--- config.mk ---
export PLATFORM = sky130hd
export DESIGN_NAME = aluCluster
export DESIGN_NICKNAME = d
export VERILOG_FILES = /design/src/hdl/aluPkg.sv /design/src/hdl/aluBusPkg.sv /design/src/hdl/aluLane.sv /design/src/hdl/aluDispatch.sv /design/src/hdl/aluCollect.sv /design/src/hdl/aluCluster.sv
export SDC_FILE = /design/constraint.sdc
export NUM_CORES = 2
export LEC_CHECK = 0
export BUFFER_PORTS_ARGS = -buffer_cell sky130_fd_sc_hd__buf_2
export CAP_MARGIN = 20
export CORE_ASPECT_RATIO = 0.9
export CORE_MARGIN = 2
export CORE_UTILIZATION = 40
export DETAILED_ROUTE_END_ITERATION = 12
export GPL_ROUTABILITY_DRIVEN = 1
export PLACE_DENSITY_LB_ADDON = 0.08
export RECOVER_POWER = 100
export SYNTH_ARGS = -nofsm -noshare
export SYNTH_HDL_FRONTEND = slang
export SYNTH_SLANG_ARGS = --single-unit
--- constraint.sdc ---
create_clock -name clk -period 44 [get_ports clk]
set_input_delay 13.2 -clock clk [delete_from_list [all_inputs] [get_ports clk]]
set_output_delay 13.2 -clock clk [all_outputs]
set_load 0.005 [all_outputs]
--- src/hdl/aluPkg.sv ---
`default_nettype none

package aluPkg;

    localparam int DATA_W    = 32;                  // Operand and result width
    localparam int NUM_LANES = 4;                   // Identical ALU lanes
    localparam int LANE_W    = $clog2(NUM_LANES);   // Round-robin pointer width
    localparam int SHIFT_W   = $clog2(DATA_W);      // Variable shift amount bits
    localparam int OP_W      = 6;                   // MIPS function code width

    // MIPS function codes
    typedef enum logic [OP_W-1:0] {
        SLL  = 6'b000000,   // b << 1
        SRL  = 6'b000010,   // b >> 1
        SRA  = 6'b000011,   // a >>> 1
        SLLV = 6'b000100,   // b << a
        SRLV = 6'b000110,   // b >> a
        SRAV = 6'b000111,   // a >>> b
        MOVZ = 6'b001010,
        MOVN = 6'b001011,
        CLO  = 6'b011100,
        CLZ  = 6'b011101,
        ADD  = 6'b100000,
        ADDU = 6'b100001,
        SUB  = 6'b100010,
        SUBU = 6'b100011,
        AND  = 6'b100100,
        OR   = 6'b100101,
        XOR  = 6'b100110,
        NOR  = 6'b100111,
        SLT  = 6'b101010,
        SLTU = 6'b101011
    } aluOp_e;

    // Flag vector layout
    localparam int FLAG_W     = 5;
    localparam int FLAG_ZERO  = 0;  // Result all zero
    localparam int FLAG_NEG   = 1;  // Result bit 31
    localparam int FLAG_CARRY = 2;  // Carry out, or borrow on subtract
    localparam int FLAG_OVF   = 3;  // Signed overflow
    localparam int FLAG_COND  = 4;  // Conditional move taken

endpackage

`default_nettype wire

--- src/hdl/aluBusPkg.sv ---
`default_nettype none

package aluBusPkg;

    localparam int ADDR_W = 8;

    // Register map, byte addresses
    localparam logic [ADDR_W-1:0] REG_OPA    = 8'h00;  // Operand a, write only
    localparam logic [ADDR_W-1:0] REG_OPB    = 8'h04;  // Operand b, write only
    localparam logic [ADDR_W-1:0] REG_CMD    = 8'h08;  // Opcode write issues
    localparam logic [ADDR_W-1:0] REG_RESULT = 8'h10;  // Head result, read pops
    localparam logic [ADDR_W-1:0] REG_FLAGS  = 8'h14;  // Head flags, no pop
    localparam logic [ADDR_W-1:0] REG_STATUS = 8'h18;  // Entry count

    // AXI response codes
    localparam int             RESP_W      = 2;
    localparam logic [RESP_W-1:0] RESP_OKAY   = 2'b00;
    localparam logic [RESP_W-1:0] RESP_SLVERR = 2'b10;

    // Result queue
    localparam int QUEUE_DEPTH = 4;
    localparam int QPTR_W      = $clog2(QUEUE_DEPTH);
    localparam int QCNT_W      = $clog2(QUEUE_DEPTH + 1);  // Holds 0..QUEUE_DEPTH

endpackage

`default_nettype wire

--- src/hdl/aluLane.sv ---
`timescale 1ns/1ps
`default_nettype none

module aluLane (
    input  logic                        clk,
    input  logic                        rstN,
    input  logic                        issueValid,
    input  aluPkg::aluOp_e              issueOp,
    input  logic [aluPkg::DATA_W-1:0]   issueA,
    input  logic [aluPkg::DATA_W-1:0]   issueB,
    output logic                        laneValid,
    output logic [aluPkg::DATA_W-1:0]   laneResult,
    output logic [aluPkg::FLAG_W-1:0]   laneFlags
);
    import aluPkg::*;

    // Stage one operand capture
    logic              s1Valid;
    aluOp_e            s1Op;
    logic [DATA_W-1:0] s1A;
    logic [DATA_W-1:0] s1B;

    // Stage two combinational results
    logic [DATA_W-1:0] res;
    logic [DATA_W:0]   wide;    // Extra bit catches carry or borrow
    logic              carry;
    logic              ovf;
    logic              cond;
    logic [FLAG_W-1:0] flags;

    // Leading ones of x scanned from the top bit down
    function automatic logic [DATA_W-1:0] leadOnes(input logic [DATA_W-1:0] x);
        logic [DATA_W-1:0] n;
        logic              stop;
        n    = '0;
        stop = 1'b0;
        for (int i = DATA_W - 1; i >= 0; i--)
        begin
            if (!x[i])
                stop = 1'b1;
            else if (!stop)
                n = n + 1'b1;
        end
        return n;
    endfunction

    always_ff @(posedge clk or negedge rstN)
    begin
        if (!rstN)
        begin
            s1Valid   <= 1'b0;
            laneValid <= 1'b0;
        end
        else
        begin
            s1Valid   <= issueValid;
            laneValid <= s1Valid;   // Fixed two-cycle latency
        end
    end

    always_ff @(posedge clk)
    begin
        if (issueValid)
        begin
            s1Op <= issueOp;
            s1A  <= issueA;
            s1B  <= issueB;
        end
        if (s1Valid)
        begin
            laneResult <= res;
            laneFlags  <= flags;
        end
    end

    always_comb
    begin
        res   = '0;
        wide  = '0;
        carry = 1'b0;
        ovf   = 1'b0;
        cond  = 1'b0;
        case (s1Op)
            ADD, ADDU:
            begin
                wide  = {1'b0, s1A} + {1'b0, s1B};
                res   = wide[DATA_W-1:0];
                carry = (s1Op == ADDU) ? wide[DATA_W] : 1'b0;  // Unsigned form only
                // Same input signs but result sign flipped
                ovf   = (s1A[DATA_W-1] == s1B[DATA_W-1]) && (res[DATA_W-1] != s1A[DATA_W-1]);
            end
            SUB, SUBU:
            begin
                wide  = {1'b0, s1A} - {1'b0, s1B};
                res   = wide[DATA_W-1:0];
                carry = wide[DATA_W];   // Borrow when a < b unsigned
                ovf   = (s1A[DATA_W-1] != s1B[DATA_W-1]) && (res[DATA_W-1] != s1A[DATA_W-1]);
            end
            AND:  res = s1A & s1B;
            OR:   res = s1A | s1B;
            XOR:  res = s1A ^ s1B;
            NOR:  res = ~(s1A | s1B);
            SLT:  res = DATA_W'($signed(s1A) < $signed(s1B));
            SLTU: res = DATA_W'(s1A < s1B);
            // Data and amount operands differ per shift opcode
            SLL:  res = s1B << 1;
            SRL:  res = s1B >> 1;
            SRA:  res = $signed(s1A) >>> 1;
            SLLV: res = s1B << s1A[SHIFT_W-1:0];
            SRLV: res = s1B >> s1A[SHIFT_W-1:0];
            SRAV: res = $signed(s1A) >>> s1B[SHIFT_W-1:0];
            CLO:  res = leadOnes(s1A);
            CLZ:  res = leadOnes(~s1A);   // Zeros of a are ones of ~a
            MOVZ:
            begin
                cond = (s1B == '0);
                res  = cond ? s1A : '0;
            end
            MOVN:
            begin
                cond = (s1B != '0);
                res  = cond ? s1A : '0;
            end
            default: res = '0;
        endcase

        flags             = '0;
        flags[FLAG_ZERO]  = (res == '0);
        flags[FLAG_NEG]   = res[DATA_W-1];
        flags[FLAG_CARRY] = carry;
        flags[FLAG_OVF]   = ovf;
        flags[FLAG_COND]  = cond;
    end

endmodule

`default_nettype wire

--- src/hdl/aluDispatch.sv ---
`timescale 1ns/1ps
`default_nettype none

module aluDispatch (
    input  logic                            clk,
    input  logic                            rstN,
    input  logic                            awvalid,
    output logic                            awready,
    input  logic [aluBusPkg::ADDR_W-1:0]    awaddr,
    input  logic                            wvalid,
    output logic                            wready,
    input  logic [aluPkg::DATA_W-1:0]       wdata,
    output logic                            bvalid,
    input  logic                            bready,
    output logic [aluBusPkg::RESP_W-1:0]    bresp,
    input  logic                            full,
    output logic [aluPkg::NUM_LANES-1:0]    issueValid,
    output aluPkg::aluOp_e                  issueOp,
    output logic [aluPkg::DATA_W-1:0]       issueA,
    output logic [aluPkg::DATA_W-1:0]       issueB
);
    import aluPkg::*;
    import aluBusPkg::*;

    logic [LANE_W-1:0] lanePtr;     // Next lane to issue to
    aluOp_e            newOp;
    logic              isCmd;
    logic              cmdLegal;
    logic              writeOk;
    logic              accept;      // AW and W handshake together

    assign newOp = aluOp_e'(wdata[OP_W-1:0]);
    assign isCmd = (awaddr == REG_CMD);

    // Opcode must be one of the enum codes
    always_comb
    begin
        case (newOp)
            ADD, ADDU, SUB, SUBU, AND, OR, XOR, NOR, SLT, SLTU,
            SLL, SRL, SRA, SLLV, SRLV, SRAV, CLZ, CLO, MOVZ, MOVN:
                cmdLegal = 1'b1;
            default:
                cmdLegal = 1'b0;
        endcase
    end

    assign writeOk = (awaddr == REG_OPA) || (awaddr == REG_OPB) || (isCmd && cmdLegal);

    // Command writes stall while the result queue cannot take another entry
    assign accept  = awvalid && wvalid && (!bvalid || bready) && !(isCmd && full);
    assign awready = accept;
    assign wready  = accept;

    always_ff @(posedge clk or negedge rstN)
    begin
        if (!rstN)
        begin
            bvalid     <= 1'b0;
            issueValid <= '0;
            lanePtr    <= '0;
        end
        else
        begin
            issueValid <= '0;   // One-cycle pulse per issue
            if (accept)
            begin
                bvalid <= 1'b1;
                if (isCmd && cmdLegal)
                begin
                    issueValid <= NUM_LANES'(1) << lanePtr;
                    lanePtr    <= (lanePtr == LANE_W'(NUM_LANES - 1)) ? '0 : lanePtr + 1'b1;
                end
            end
            else if (bready)
                bvalid <= 1'b0;
        end
    end

    // Operands and response payload
    always_ff @(posedge clk)
    begin
        if (accept)
        begin
            bresp <= writeOk ? RESP_OKAY : RESP_SLVERR;
            if (awaddr == REG_OPA)
                issueA <= wdata;
            if (awaddr == REG_OPB)
                issueB <= wdata;
            if (isCmd && cmdLegal)
                issueOp <= newOp;
        end
    end

endmodule

`default_nettype wire

--- src/hdl/aluCollect.sv ---
`timescale 1ns/1ps
`default_nettype none

module aluCollect (
    input  logic                                                clk,
    input  logic                                                rstN,
    input  logic [aluPkg::NUM_LANES-1:0]                        issueValid,
    input  logic [aluPkg::NUM_LANES-1:0]                        laneValid,
    input  logic [aluPkg::NUM_LANES-1:0][aluPkg::DATA_W-1:0]    laneResult,
    input  logic [aluPkg::NUM_LANES-1:0][aluPkg::FLAG_W-1:0]    laneFlags,
    input  logic                                                arvalid,
    output logic                                                arready,
    input  logic [aluBusPkg::ADDR_W-1:0]                        araddr,
    output logic                                                rvalid,
    input  logic                                                rready,
    output logic [aluPkg::DATA_W-1:0]                           rdata,
    output logic [aluBusPkg::RESP_W-1:0]                        rresp,
    output logic                                                full
);
    import aluPkg::*;
    import aluBusPkg::*;

    logic [LANE_W-1:0] lanePtr;             // Lane expected to finish next
    logic [DATA_W-1:0] resultMem [QUEUE_DEPTH];
    logic [FLAG_W-1:0] flagsMem  [QUEUE_DEPTH];
    logic [QPTR_W-1:0] wrPtr;
    logic [QPTR_W-1:0] rdPtr;
    logic [QCNT_W-1:0] count;               // Stored entries
    logic [QCNT_W-1:0] inFlight;            // Issued, not yet pushed
    logic [QCNT_W:0]   occupancy;
    logic              push;
    logic              pop;
    logic              arFire;
    logic              notEmpty;
    logic [DATA_W-1:0] rdNext;
    logic [RESP_W-1:0] respNext;

    assign push     = laneValid[lanePtr];  // Lanes finish in issue order
    assign arFire   = arvalid && arready;
    assign notEmpty = (count != '0);
    assign pop      = arFire && (araddr == REG_RESULT) && notEmpty;

    // Count a fresh issue pulse at once so back-to-back commands see it
    assign occupancy = {1'b0, count} + {1'b0, inFlight} + {{QCNT_W{1'b0}}, |issueValid};
    assign full      = (occupancy >= QUEUE_DEPTH);

    // Read decode
    always_comb
    begin
        rdNext   = '0;
        respNext = RESP_OKAY;
        case (araddr)
            REG_RESULT:
                if (notEmpty)
                    rdNext = resultMem[rdPtr];
                else
                    respNext = RESP_SLVERR;     // Empty queue reads zero
            REG_FLAGS:
                if (notEmpty)
                    rdNext = DATA_W'(flagsMem[rdPtr]);
                else
                    respNext = RESP_SLVERR;
            REG_STATUS: rdNext = DATA_W'(count);
            default:    respNext = RESP_SLVERR;
        endcase
    end

    always_ff @(posedge clk or negedge rstN)
    begin
        if (!rstN)
        begin
            lanePtr  <= '0;
            wrPtr    <= '0;
            rdPtr    <= '0;
            count    <= '0;
            inFlight <= '0;
            arready  <= 1'b0;
            rvalid   <= 1'b0;
        end
        else
        begin
            if (push)
            begin
                lanePtr <= (lanePtr == LANE_W'(NUM_LANES - 1)) ? '0 : lanePtr + 1'b1;
                wrPtr   <= (wrPtr == QPTR_W'(QUEUE_DEPTH - 1)) ? '0 : wrPtr + 1'b1;
            end
            if (pop)
                rdPtr <= (rdPtr == QPTR_W'(QUEUE_DEPTH - 1)) ? '0 : rdPtr + 1'b1;

            case ({push, pop})
                2'b10:   count <= count + 1'b1;
                2'b01:   count <= count - 1'b1;
                default: count <= count;        // Both or neither
            endcase

            case ({|issueValid, push})
                2'b10:   inFlight <= inFlight + 1'b1;
                2'b01:   inFlight <= inFlight - 1'b1;
                default: inFlight <= inFlight;
            endcase

            // One read outstanding at a time
            if (arFire)
            begin
                rvalid  <= 1'b1;
                arready <= 1'b0;
            end
            else if (rvalid && rready)
            begin
                rvalid  <= 1'b0;
                arready <= 1'b1;
            end
            else if (!rvalid)
                arready <= 1'b1;    // Comes up the cycle after reset
        end
    end

    always_ff @(posedge clk)
    begin
        if (push)
        begin
            resultMem[wrPtr] <= laneResult[lanePtr];
            flagsMem[wrPtr]  <= laneFlags[lanePtr];
        end
        if (arFire)
        begin
            rdata <= rdNext;
            rresp <= respNext;
        end
    end

endmodule

`default_nettype wire

--- src/hdl/aluCluster.sv ---
`timescale 1ns/1ps
`default_nettype none

module aluCluster (
    input  logic                            clk,
    input  logic                            rstN,
    // Write channels
    input  logic                            awvalid,
    output logic                            awready,
    input  logic [aluBusPkg::ADDR_W-1:0]    awaddr,
    input  logic                            wvalid,
    output logic                            wready,
    input  logic [aluPkg::DATA_W-1:0]       wdata,
    output logic                            bvalid,
    input  logic                            bready,
    output logic [aluBusPkg::RESP_W-1:0]    bresp,
    // Read channels
    input  logic                            arvalid,
    output logic                            arready,
    input  logic [aluBusPkg::ADDR_W-1:0]    araddr,
    output logic                            rvalid,
    input  logic                            rready,
    output logic [aluPkg::DATA_W-1:0]       rdata,
    output logic [aluBusPkg::RESP_W-1:0]    rresp
);
    import aluPkg::*;

    logic [NUM_LANES-1:0]             issueValid;  // One-hot lane select
    aluOp_e                           issueOp;
    logic [DATA_W-1:0]                issueA;
    logic [DATA_W-1:0]                issueB;
    logic [NUM_LANES-1:0]             laneValid;
    logic [NUM_LANES-1:0][DATA_W-1:0] laneResult;
    logic [NUM_LANES-1:0][FLAG_W-1:0] laneFlags;
    logic                             full;        // Queue back-pressure

    aluDispatch dispatch_i (
        .clk        (clk),
        .rstN       (rstN),
        .awvalid    (awvalid),
        .awready    (awready),
        .awaddr     (awaddr),
        .wvalid     (wvalid),
        .wready     (wready),
        .wdata      (wdata),
        .bvalid     (bvalid),
        .bready     (bready),
        .bresp      (bresp),
        .full       (full),
        .issueValid (issueValid),
        .issueOp    (issueOp),
        .issueA     (issueA),
        .issueB     (issueB)
    );

    // All lanes see the same operands, only the addressed one takes them
    for (genvar g = 0; g < NUM_LANES; g++)
    begin : genLane
        aluLane lane_i (
            .clk        (clk),
            .rstN       (rstN),
            .issueValid (issueValid[g]),
            .issueOp    (issueOp),
            .issueA     (issueA),
            .issueB     (issueB),
            .laneValid  (laneValid[g]),
            .laneResult (laneResult[g]),
            .laneFlags  (laneFlags[g])
        );
    end

    aluCollect collect_i (
        .clk        (clk),
        .rstN       (rstN),
        .issueValid (issueValid),   // Feeds the in-flight count
        .laneValid  (laneValid),
        .laneResult (laneResult),
        .laneFlags  (laneFlags),
        .arvalid    (arvalid),
        .arready    (arready),
        .araddr     (araddr),
        .rvalid     (rvalid),
        .rready     (rready),
        .rdata      (rdata),
        .rresp      (rresp),
        .full       (full)
    );

endmodule

`default_nettype wire

---- Word-level counts from Yosys, hierarchy flattened ----
Memory sizes are Yosys's and may differ from the RTL's.
Cells that the tools add are included.
Widths: inputs -> output; s select.
cells by class
  magnitude comparators ................... 10
  equality and inequality tests ........... 106
  multiplexer cells ....................... 1305
  $add $sub $neg .......................... 266
  bitwise gates (word level) .............. 20
  shifts and indexed selects .............. 13
  reductions and logical operators ........ 57
operators by type and width
  kind                   number
  $mux 32                754
  $add 32x1->32 const B  248
  $pmux 32 s18           4
  $mux 1                 518
  $logic_not 32->1       8
  $lt 32x32->1           8
  $not 32->32            8
  $eq 6x6->1 const B     40
  $add 32x32->33         4
  $sub 32x32->33         4
  $and 32x32->32         4
  $or 32x32->32          4
  $reduce_bool 32->1     4
  $shl 32x5->32          4
  $shr 32x5->32          4
  $sshr 32x5->32         4
  $xor 32x32->32         4
  $pmux 32 s3            1
  $eq 6x3->1 const B     12
  $bmux 32 s2            1
  $eq 6x2->1 const B     8
  $eq 6x4->1 const B     8
  $eq 6x5->1 const B     8
  $eq 8x5->1 const B     3
  other kinds (33)       112
storage, ports and cells
  output and inout port bits .............. 41
  bits in writable memories ............... 148
  memory bits (read-only) ................. 64
  register bits after elaboration ......... 563
  memories kept ........................... 3
memories
  name                 depth  bits a word  read ports  clocked after memory_dff  wr ports  line               source
  collect_i.resultMem  4      32           1           0                         1         aluCollect.sv:24   logic [DATA_W-1:0] resultMem [QUEUE_DEPTH];
  (no name shown)      64     1            1           0                         0         aluDispatch.sv:38  case (newOp)
  collect_i.flagsMem   4      5            1           0                         1         aluCollect.sv:25   logic [FLAG_W-1:0] flagsMem [QUEUE_DEPTH];

---- Logic depth before layout (Yosys ltp) ----
  depth after elaboration ................. 128
  gate-level depth with buffers ........... 121

---- Modules after synthesis ----
A second synthesis with hierarchy kept.
unflattened totals
  cell total of the unflattened synthesis .. 14116
  area, all modules ....................... 110588.6 um^2
by module, submodules not included
  module                            instances  cells each  area an instance (um^2)
  aluLane at genLane[0].lane_i ...  2          3427        25219.2
  aluLane at genLane[1].lane_i      1          3389        24928.9
  aluLane at genLane[3].lane_i      1          3352        24240.7
  aluCollect                        1          406         8374.3
  aluDispatch                       1          115         2606.2

---- Worst setup path after synthesis ----
OpenSTA, ideal clock, no wires.
  kind .................................... in2out
  start ................................... input awaddr[5] in the netlist's numbering
  end ..................................... output wready
  stages .................................. 8
  data required time ...................... 30.800 ns
  buffers on the path ..................... 1
  arrival time ............................ 14.199 ns
  path slack .............................. 16.601 ns
  cells stage by stage .................... nor4_1 nand2_1 nor2_1 nand2_1 a21oi_1 or2_2 inv_1 buf_4
between the ends
  longest elaborated chain between the ends .. 4
RTL lines
  element            line               source
  start, declared    aluCluster.sv:10   input logic [aluBusPkg::ADDR_W-1:0] awaddr,
  $eq 8x4->1         aluDispatch.sv:33  assign isCmd = (awaddr == REG_CMD);
  $logic_and 1x1->1  aluDispatch.sv:50  assign accept = awvalid && wvalid && (!bvalid || bready) && !(isCmd && full);
  $logic_not 1->1    aluDispatch.sv:50
  $logic_and 1x1->1  aluDispatch.sv:50
  end, declared      aluCluster.sv:12   output logic wready,
Every way passes these cells.

---- Worst setup path after layout ----
  start ................................... register genLane[2].lane_i.s1A[31]
  end ..................................... register genLane[2].lane_i.laneFlags[0] in the netlist's numbering (data pin)
between the ends
  longest elaborated chain between the ends .. 128
  elaborated cells between the ends (all ways) .. 388
  those cells by class .................... add/sub (64); order compare (2); shift (1); mux (315); bitwise (5); reduce/logical (1)
RTL lines
  element                         line            source
  start, declared                 aluLane.sv:20   logic [DATA_W-1:0] s1A;
  start signal, assigned          aluLane.sv:66   s1A <= issueA;
  $not 32->32                     aluLane.sv:113  CLZ: res = leadOnes(~s1A);
  $mux 1                          aluLane.sv:39   if (!x[i])
  $mux 32                         aluLane.sv:83   case (s1Op)
  $add 32x1->32                   aluLane.sv:42   n = n + 1'b1;
  $mux 32                         aluLane.sv:41   else if (!stop)
  $mux 32                         aluLane.sv:39
  $mux 32                         aluLane.sv:83
  $add 32x1->32                   aluLane.sv:42
  [114 not listed]                n/a
  $mux 32                         aluLane.sv:83
  $add 32x1->32                   aluLane.sv:42
  $mux 32                         aluLane.sv:41
  $mux 32                         aluLane.sv:39
  $pmux 32 s18 (*)                aluLane.sv:83
  via genLane[2].lane_i.res[2]    aluLane.sv:24   logic [DATA_W-1:0] res;
  $logic_not 32->1 (*)            aluLane.sv:128  flags[FLAG_ZERO] = (res == '0);
  via genLane[2].lane_i.flags[0]  aluLane.sv:29   logic [FLAG_W-1:0] flags;
  end signal, assigned            aluLane.sv:72   laneFlags <= flags;
  end, declared                   aluLane.sv:13   output logic [aluPkg::FLAG_W-1:0] laneFlags
Mark *: on every way through the listed nets, which the timed path passes. The rest lies on a longest branch. The select of a mux whose other input is x is not followed.
A chain may end at the register's enable or synchronous reset.

==> impl_metrics.tcl <==
set metrics [dict create \
    cts_tree "done" \
    grt_pass1_vias 98324 \
    drv_cap 30 \
    core_area_mm2 0.256 \
    p_leak_nw 41.3 \
    syn_area_per_cell_um2 7.98 \
    tightest_slew_ns 4.44 \
    portBuffers 93 \
    max_freq_mhz 33.8 \
    track_usage 0.360 \
    drive_above_1_share 0.0771 \
    start_util 0.402 \
    holdWs_ns 0.423 \
    grt_max_degree 101 \
    antenna_found_initial 52 \
    clock_path_buffers 3 \
    clock_skew_ns 0.0559 \
    synth_fa_ha_area_frac 0.0811 \
    setup_viol 0 \
    io_pins 96 \
    yosysMostFrequentCell "nand2_1" \
    final_nets 13314 \
    crit_fanout 28 \
    switchingPower_w 0.000321 \
    drt-total-wl_mm 490 \
    fp-row-count 176 \
    violations "capacitance limit, slew limit" \
    yosys-top-cells-area "edfxtp_1 (20%), ha_1 (7.8%), mux2i_1 (6.7%)" \
    setup_tns_ns 0 \
    cp.required_ns 44.47 \
    yosys.area_share.simple 0.212 \
    outcome "finished with violations" \
    period_minus_slack_ns 29.59 \
    synth_edf_count 672 \
    grt_pass1_wl_mm 702 \
    cts_setup_buffers 0 \
    synth-xor-area-share 0.120 \
    peakVddDrop_v 0.0000283 \
    vias 104294 \
    start_kind "flop" \
    synth_top_family_by_area "compound AO/OA/AOI/OAI gates" \
    timing.final.crit_share 0.672 \
    pwr_density_cell_mw_per_mm2 13.2 \
    slew_viol_final 1182 \
    cp_common_cell "ha_1" \
    seqPwrFrac 0.508 \
    die_w_um 539 \
    root_buffer "clkbuf_16" \
    yosys_register_bits 701 \
    synth.largest_area_cell "edfxtp_1" \
    seq_area_frac_synth 0.203 \
    synthArstFlopShare 0.0414 \
    ant_nets 0 \
    p_clk_frac 0.468 \
    holdBufCountCts 0 \
    grt_overflow 0 \
    via_per_inst 6.49 \
    synth.distinct_cells 133 \
    area_growth_pct 6.44 \
    synth_top_area_share 0.196 \
    synth_commonest_cells "nand2_1 (1404), nor2_1 (1296), o21ai_0 (931), a21oi_1 (870), xnor2_1 (739)" \
    route.detailed.drc 0 \
    dp_hpwl_mm 376 \
    cp_slowest_cell "clkbuf_1" \
    ys.flop_type "edfxtp_1" \
    clock-sinks 701 \
    first_pass_iters 8 \
    p_total_w 0.00145 \
    synthesis.area_mm2 0.103 \
    rsz0062_at_grt "false" \
    muxShareOfSynthArea 0.119 \
    drt_iter0_drc 12553 \
    wl_per_cell_um 30.5 \
    clk_pin_slew_ns 0.06 \
    worstSetupEndpointType "flop" \
    sw_frac_of_total 0.222 \
    clock_latency_ns 0.72 \
    criticalPathCategory "reg2reg" \
    hold_viol_final 0 \
    post-route-util 0.428 \
    worstHoldPathType "reg2reg" \
    finalNonFillerCells 16076 \
    synthesis.instances 12894 \
    die_area_mm2 0.261 \
    power_frac_comb 0.025 \
    internal-power_w 0.00113 \
    gp_congestion 1.04 \
    synth_warnings 0 \
    htree_levels 3 \
    fp.dieH_um 485 \
    max_stage_delay_ns 1.07 \
    cp.arrival_ns 30.06 \
    synth_compound_area_frac 0.215 \
    post_cts_resized 0 \
    cts_buffers 77 \
    dp.cells 15907 \
    slew_headroom -1.96 \
]
-- state kept, by name (all words and copies together) (netlist names), 24 cells and up --
register                   flops
genLane.lane_i.s1Op           24
collect_i.rdata               32
genLane.lane_i.s1B           128
dispatch_i.issueB             32
dispatch_i.issueA             32
collect_i.resultMem          124
genLane.lane_i.laneResult    124
genLane.lane_i.s1A           128
-- metal layers --
layer,vias to the layer above,global-route usage,routed length (um)
li1,46989,-,-
met1,51546,0.490,210000
met2,4921,0.563,214000
met3,824,0.0574,41600
met4,14,0.153,24400
met5,-,0,88
-- layout by cell type, fill, tap and decap left out, drive strengths merged, types with 101 or more instances in the layout --
cell,count
edfxtp,672
inv,524
a21o,111
o22ai,144
a211oi,152
nor4,163
a31oi,113
a22oi,101
mux4,188
xor2,349
nor3,339
clkbuf,185
buf,337
o21bai,124
ha,639
xnor2,769
and2,121
nand2,1404
nand4,147
a221oi,101
nand3,310
nor2,1301
o211ai,130
o21ai,951
a21oi,875
and3,109
mux2i,691
nor2b,149
-- cell type report --
class / count / area (um2)
sequential: 701 / 20900
timing repair buffer: 428 / 2790
fill: 25871 / 146000
inverter: 529 / 1990
multi-input combinational: 10873 / 77000
antenna: 24 / 60.1
tap: 3382 / 4230
clock buffer: 94 / 2090
clock inverter: 45 / 460
-- path summary, 6_finish.rpt --
path	endpoint	slack [ns]	cells past startpoint	startpoint
worst max-delay path	genLane[2].lane_i.laneFlags[0]	14.41	121	genLane[2].lane_i.s1A[31]
worst min-delay path	genLane[1].lane_i.laneValid	0.42	0	genLane[1].lane_i.s1Valid
worst max register to register	genLane[2].lane_i.laneFlags[0]	14.41	121	genLane[2].lane_i.s1A[31]
worst min register to register	genLane[1].lane_i.laneValid	0.42	0	genLane[1].lane_i.s1Valid
max in group asynchronous	collect_i.rdPtr[0]	29.70	1	rstN
min in group asynchronous	collect_i.rdPtr[1]	13.06	1	rstN
-- worst max-delay path: cells and delay by family, from the launching register on --
kind | cells | cell delay [ns]
AOI/OAI and AO/OA | 22 | 5.14
xor gates and xnor gates | 2 | 0.33
adders and majority gates | 30 | 9.42
buffers and inverters | 7 | 2.41
DFF | 1 | 0.31
muxes | 11 | 1.57
and+or+nand+nor | 49 | 10.13
-- stage by stage --
step | setup WS, ns | cell area [um2]
after floorplan | 16.60 | 103000
after global placement | 16.27 | 107000
after detailed placement | 16.25 | 107000
after CTS | 16.18 | 110000
after global routing | 11.94 | 109000
final | 14.41 | 109000
-- power groups by stage --
stage          logic (W)  clock network [W]  registers [W]
3_5_place_dp   0.0000378                  0       0.000748
4_1_cts        0.0000379           0.000686       0.000734
3_3_place_gp   0.0000371                  0       0.000748
6_report       0.0000358           0.000677       0.000734
5_1_grt        0.0000383           0.000708       0.000735
2_1_floorplan  0.0000207                  0       0.000747
-- logic make-up (layout without fill, tap and decap cells) --
family	Yosys count	count (layout)
other	1	26
adder cells (fa/ha/maj)	664	664
AO/OA/AOI/OAI	3464	3464
multiplexers	977	977
buffers and inverters	1321	1096
flip-flops	701	701
XOR/XNOR	1205	1205
AND/OR/NAND/NOR	4561	4561
Power figures use the tool's default switching activity.
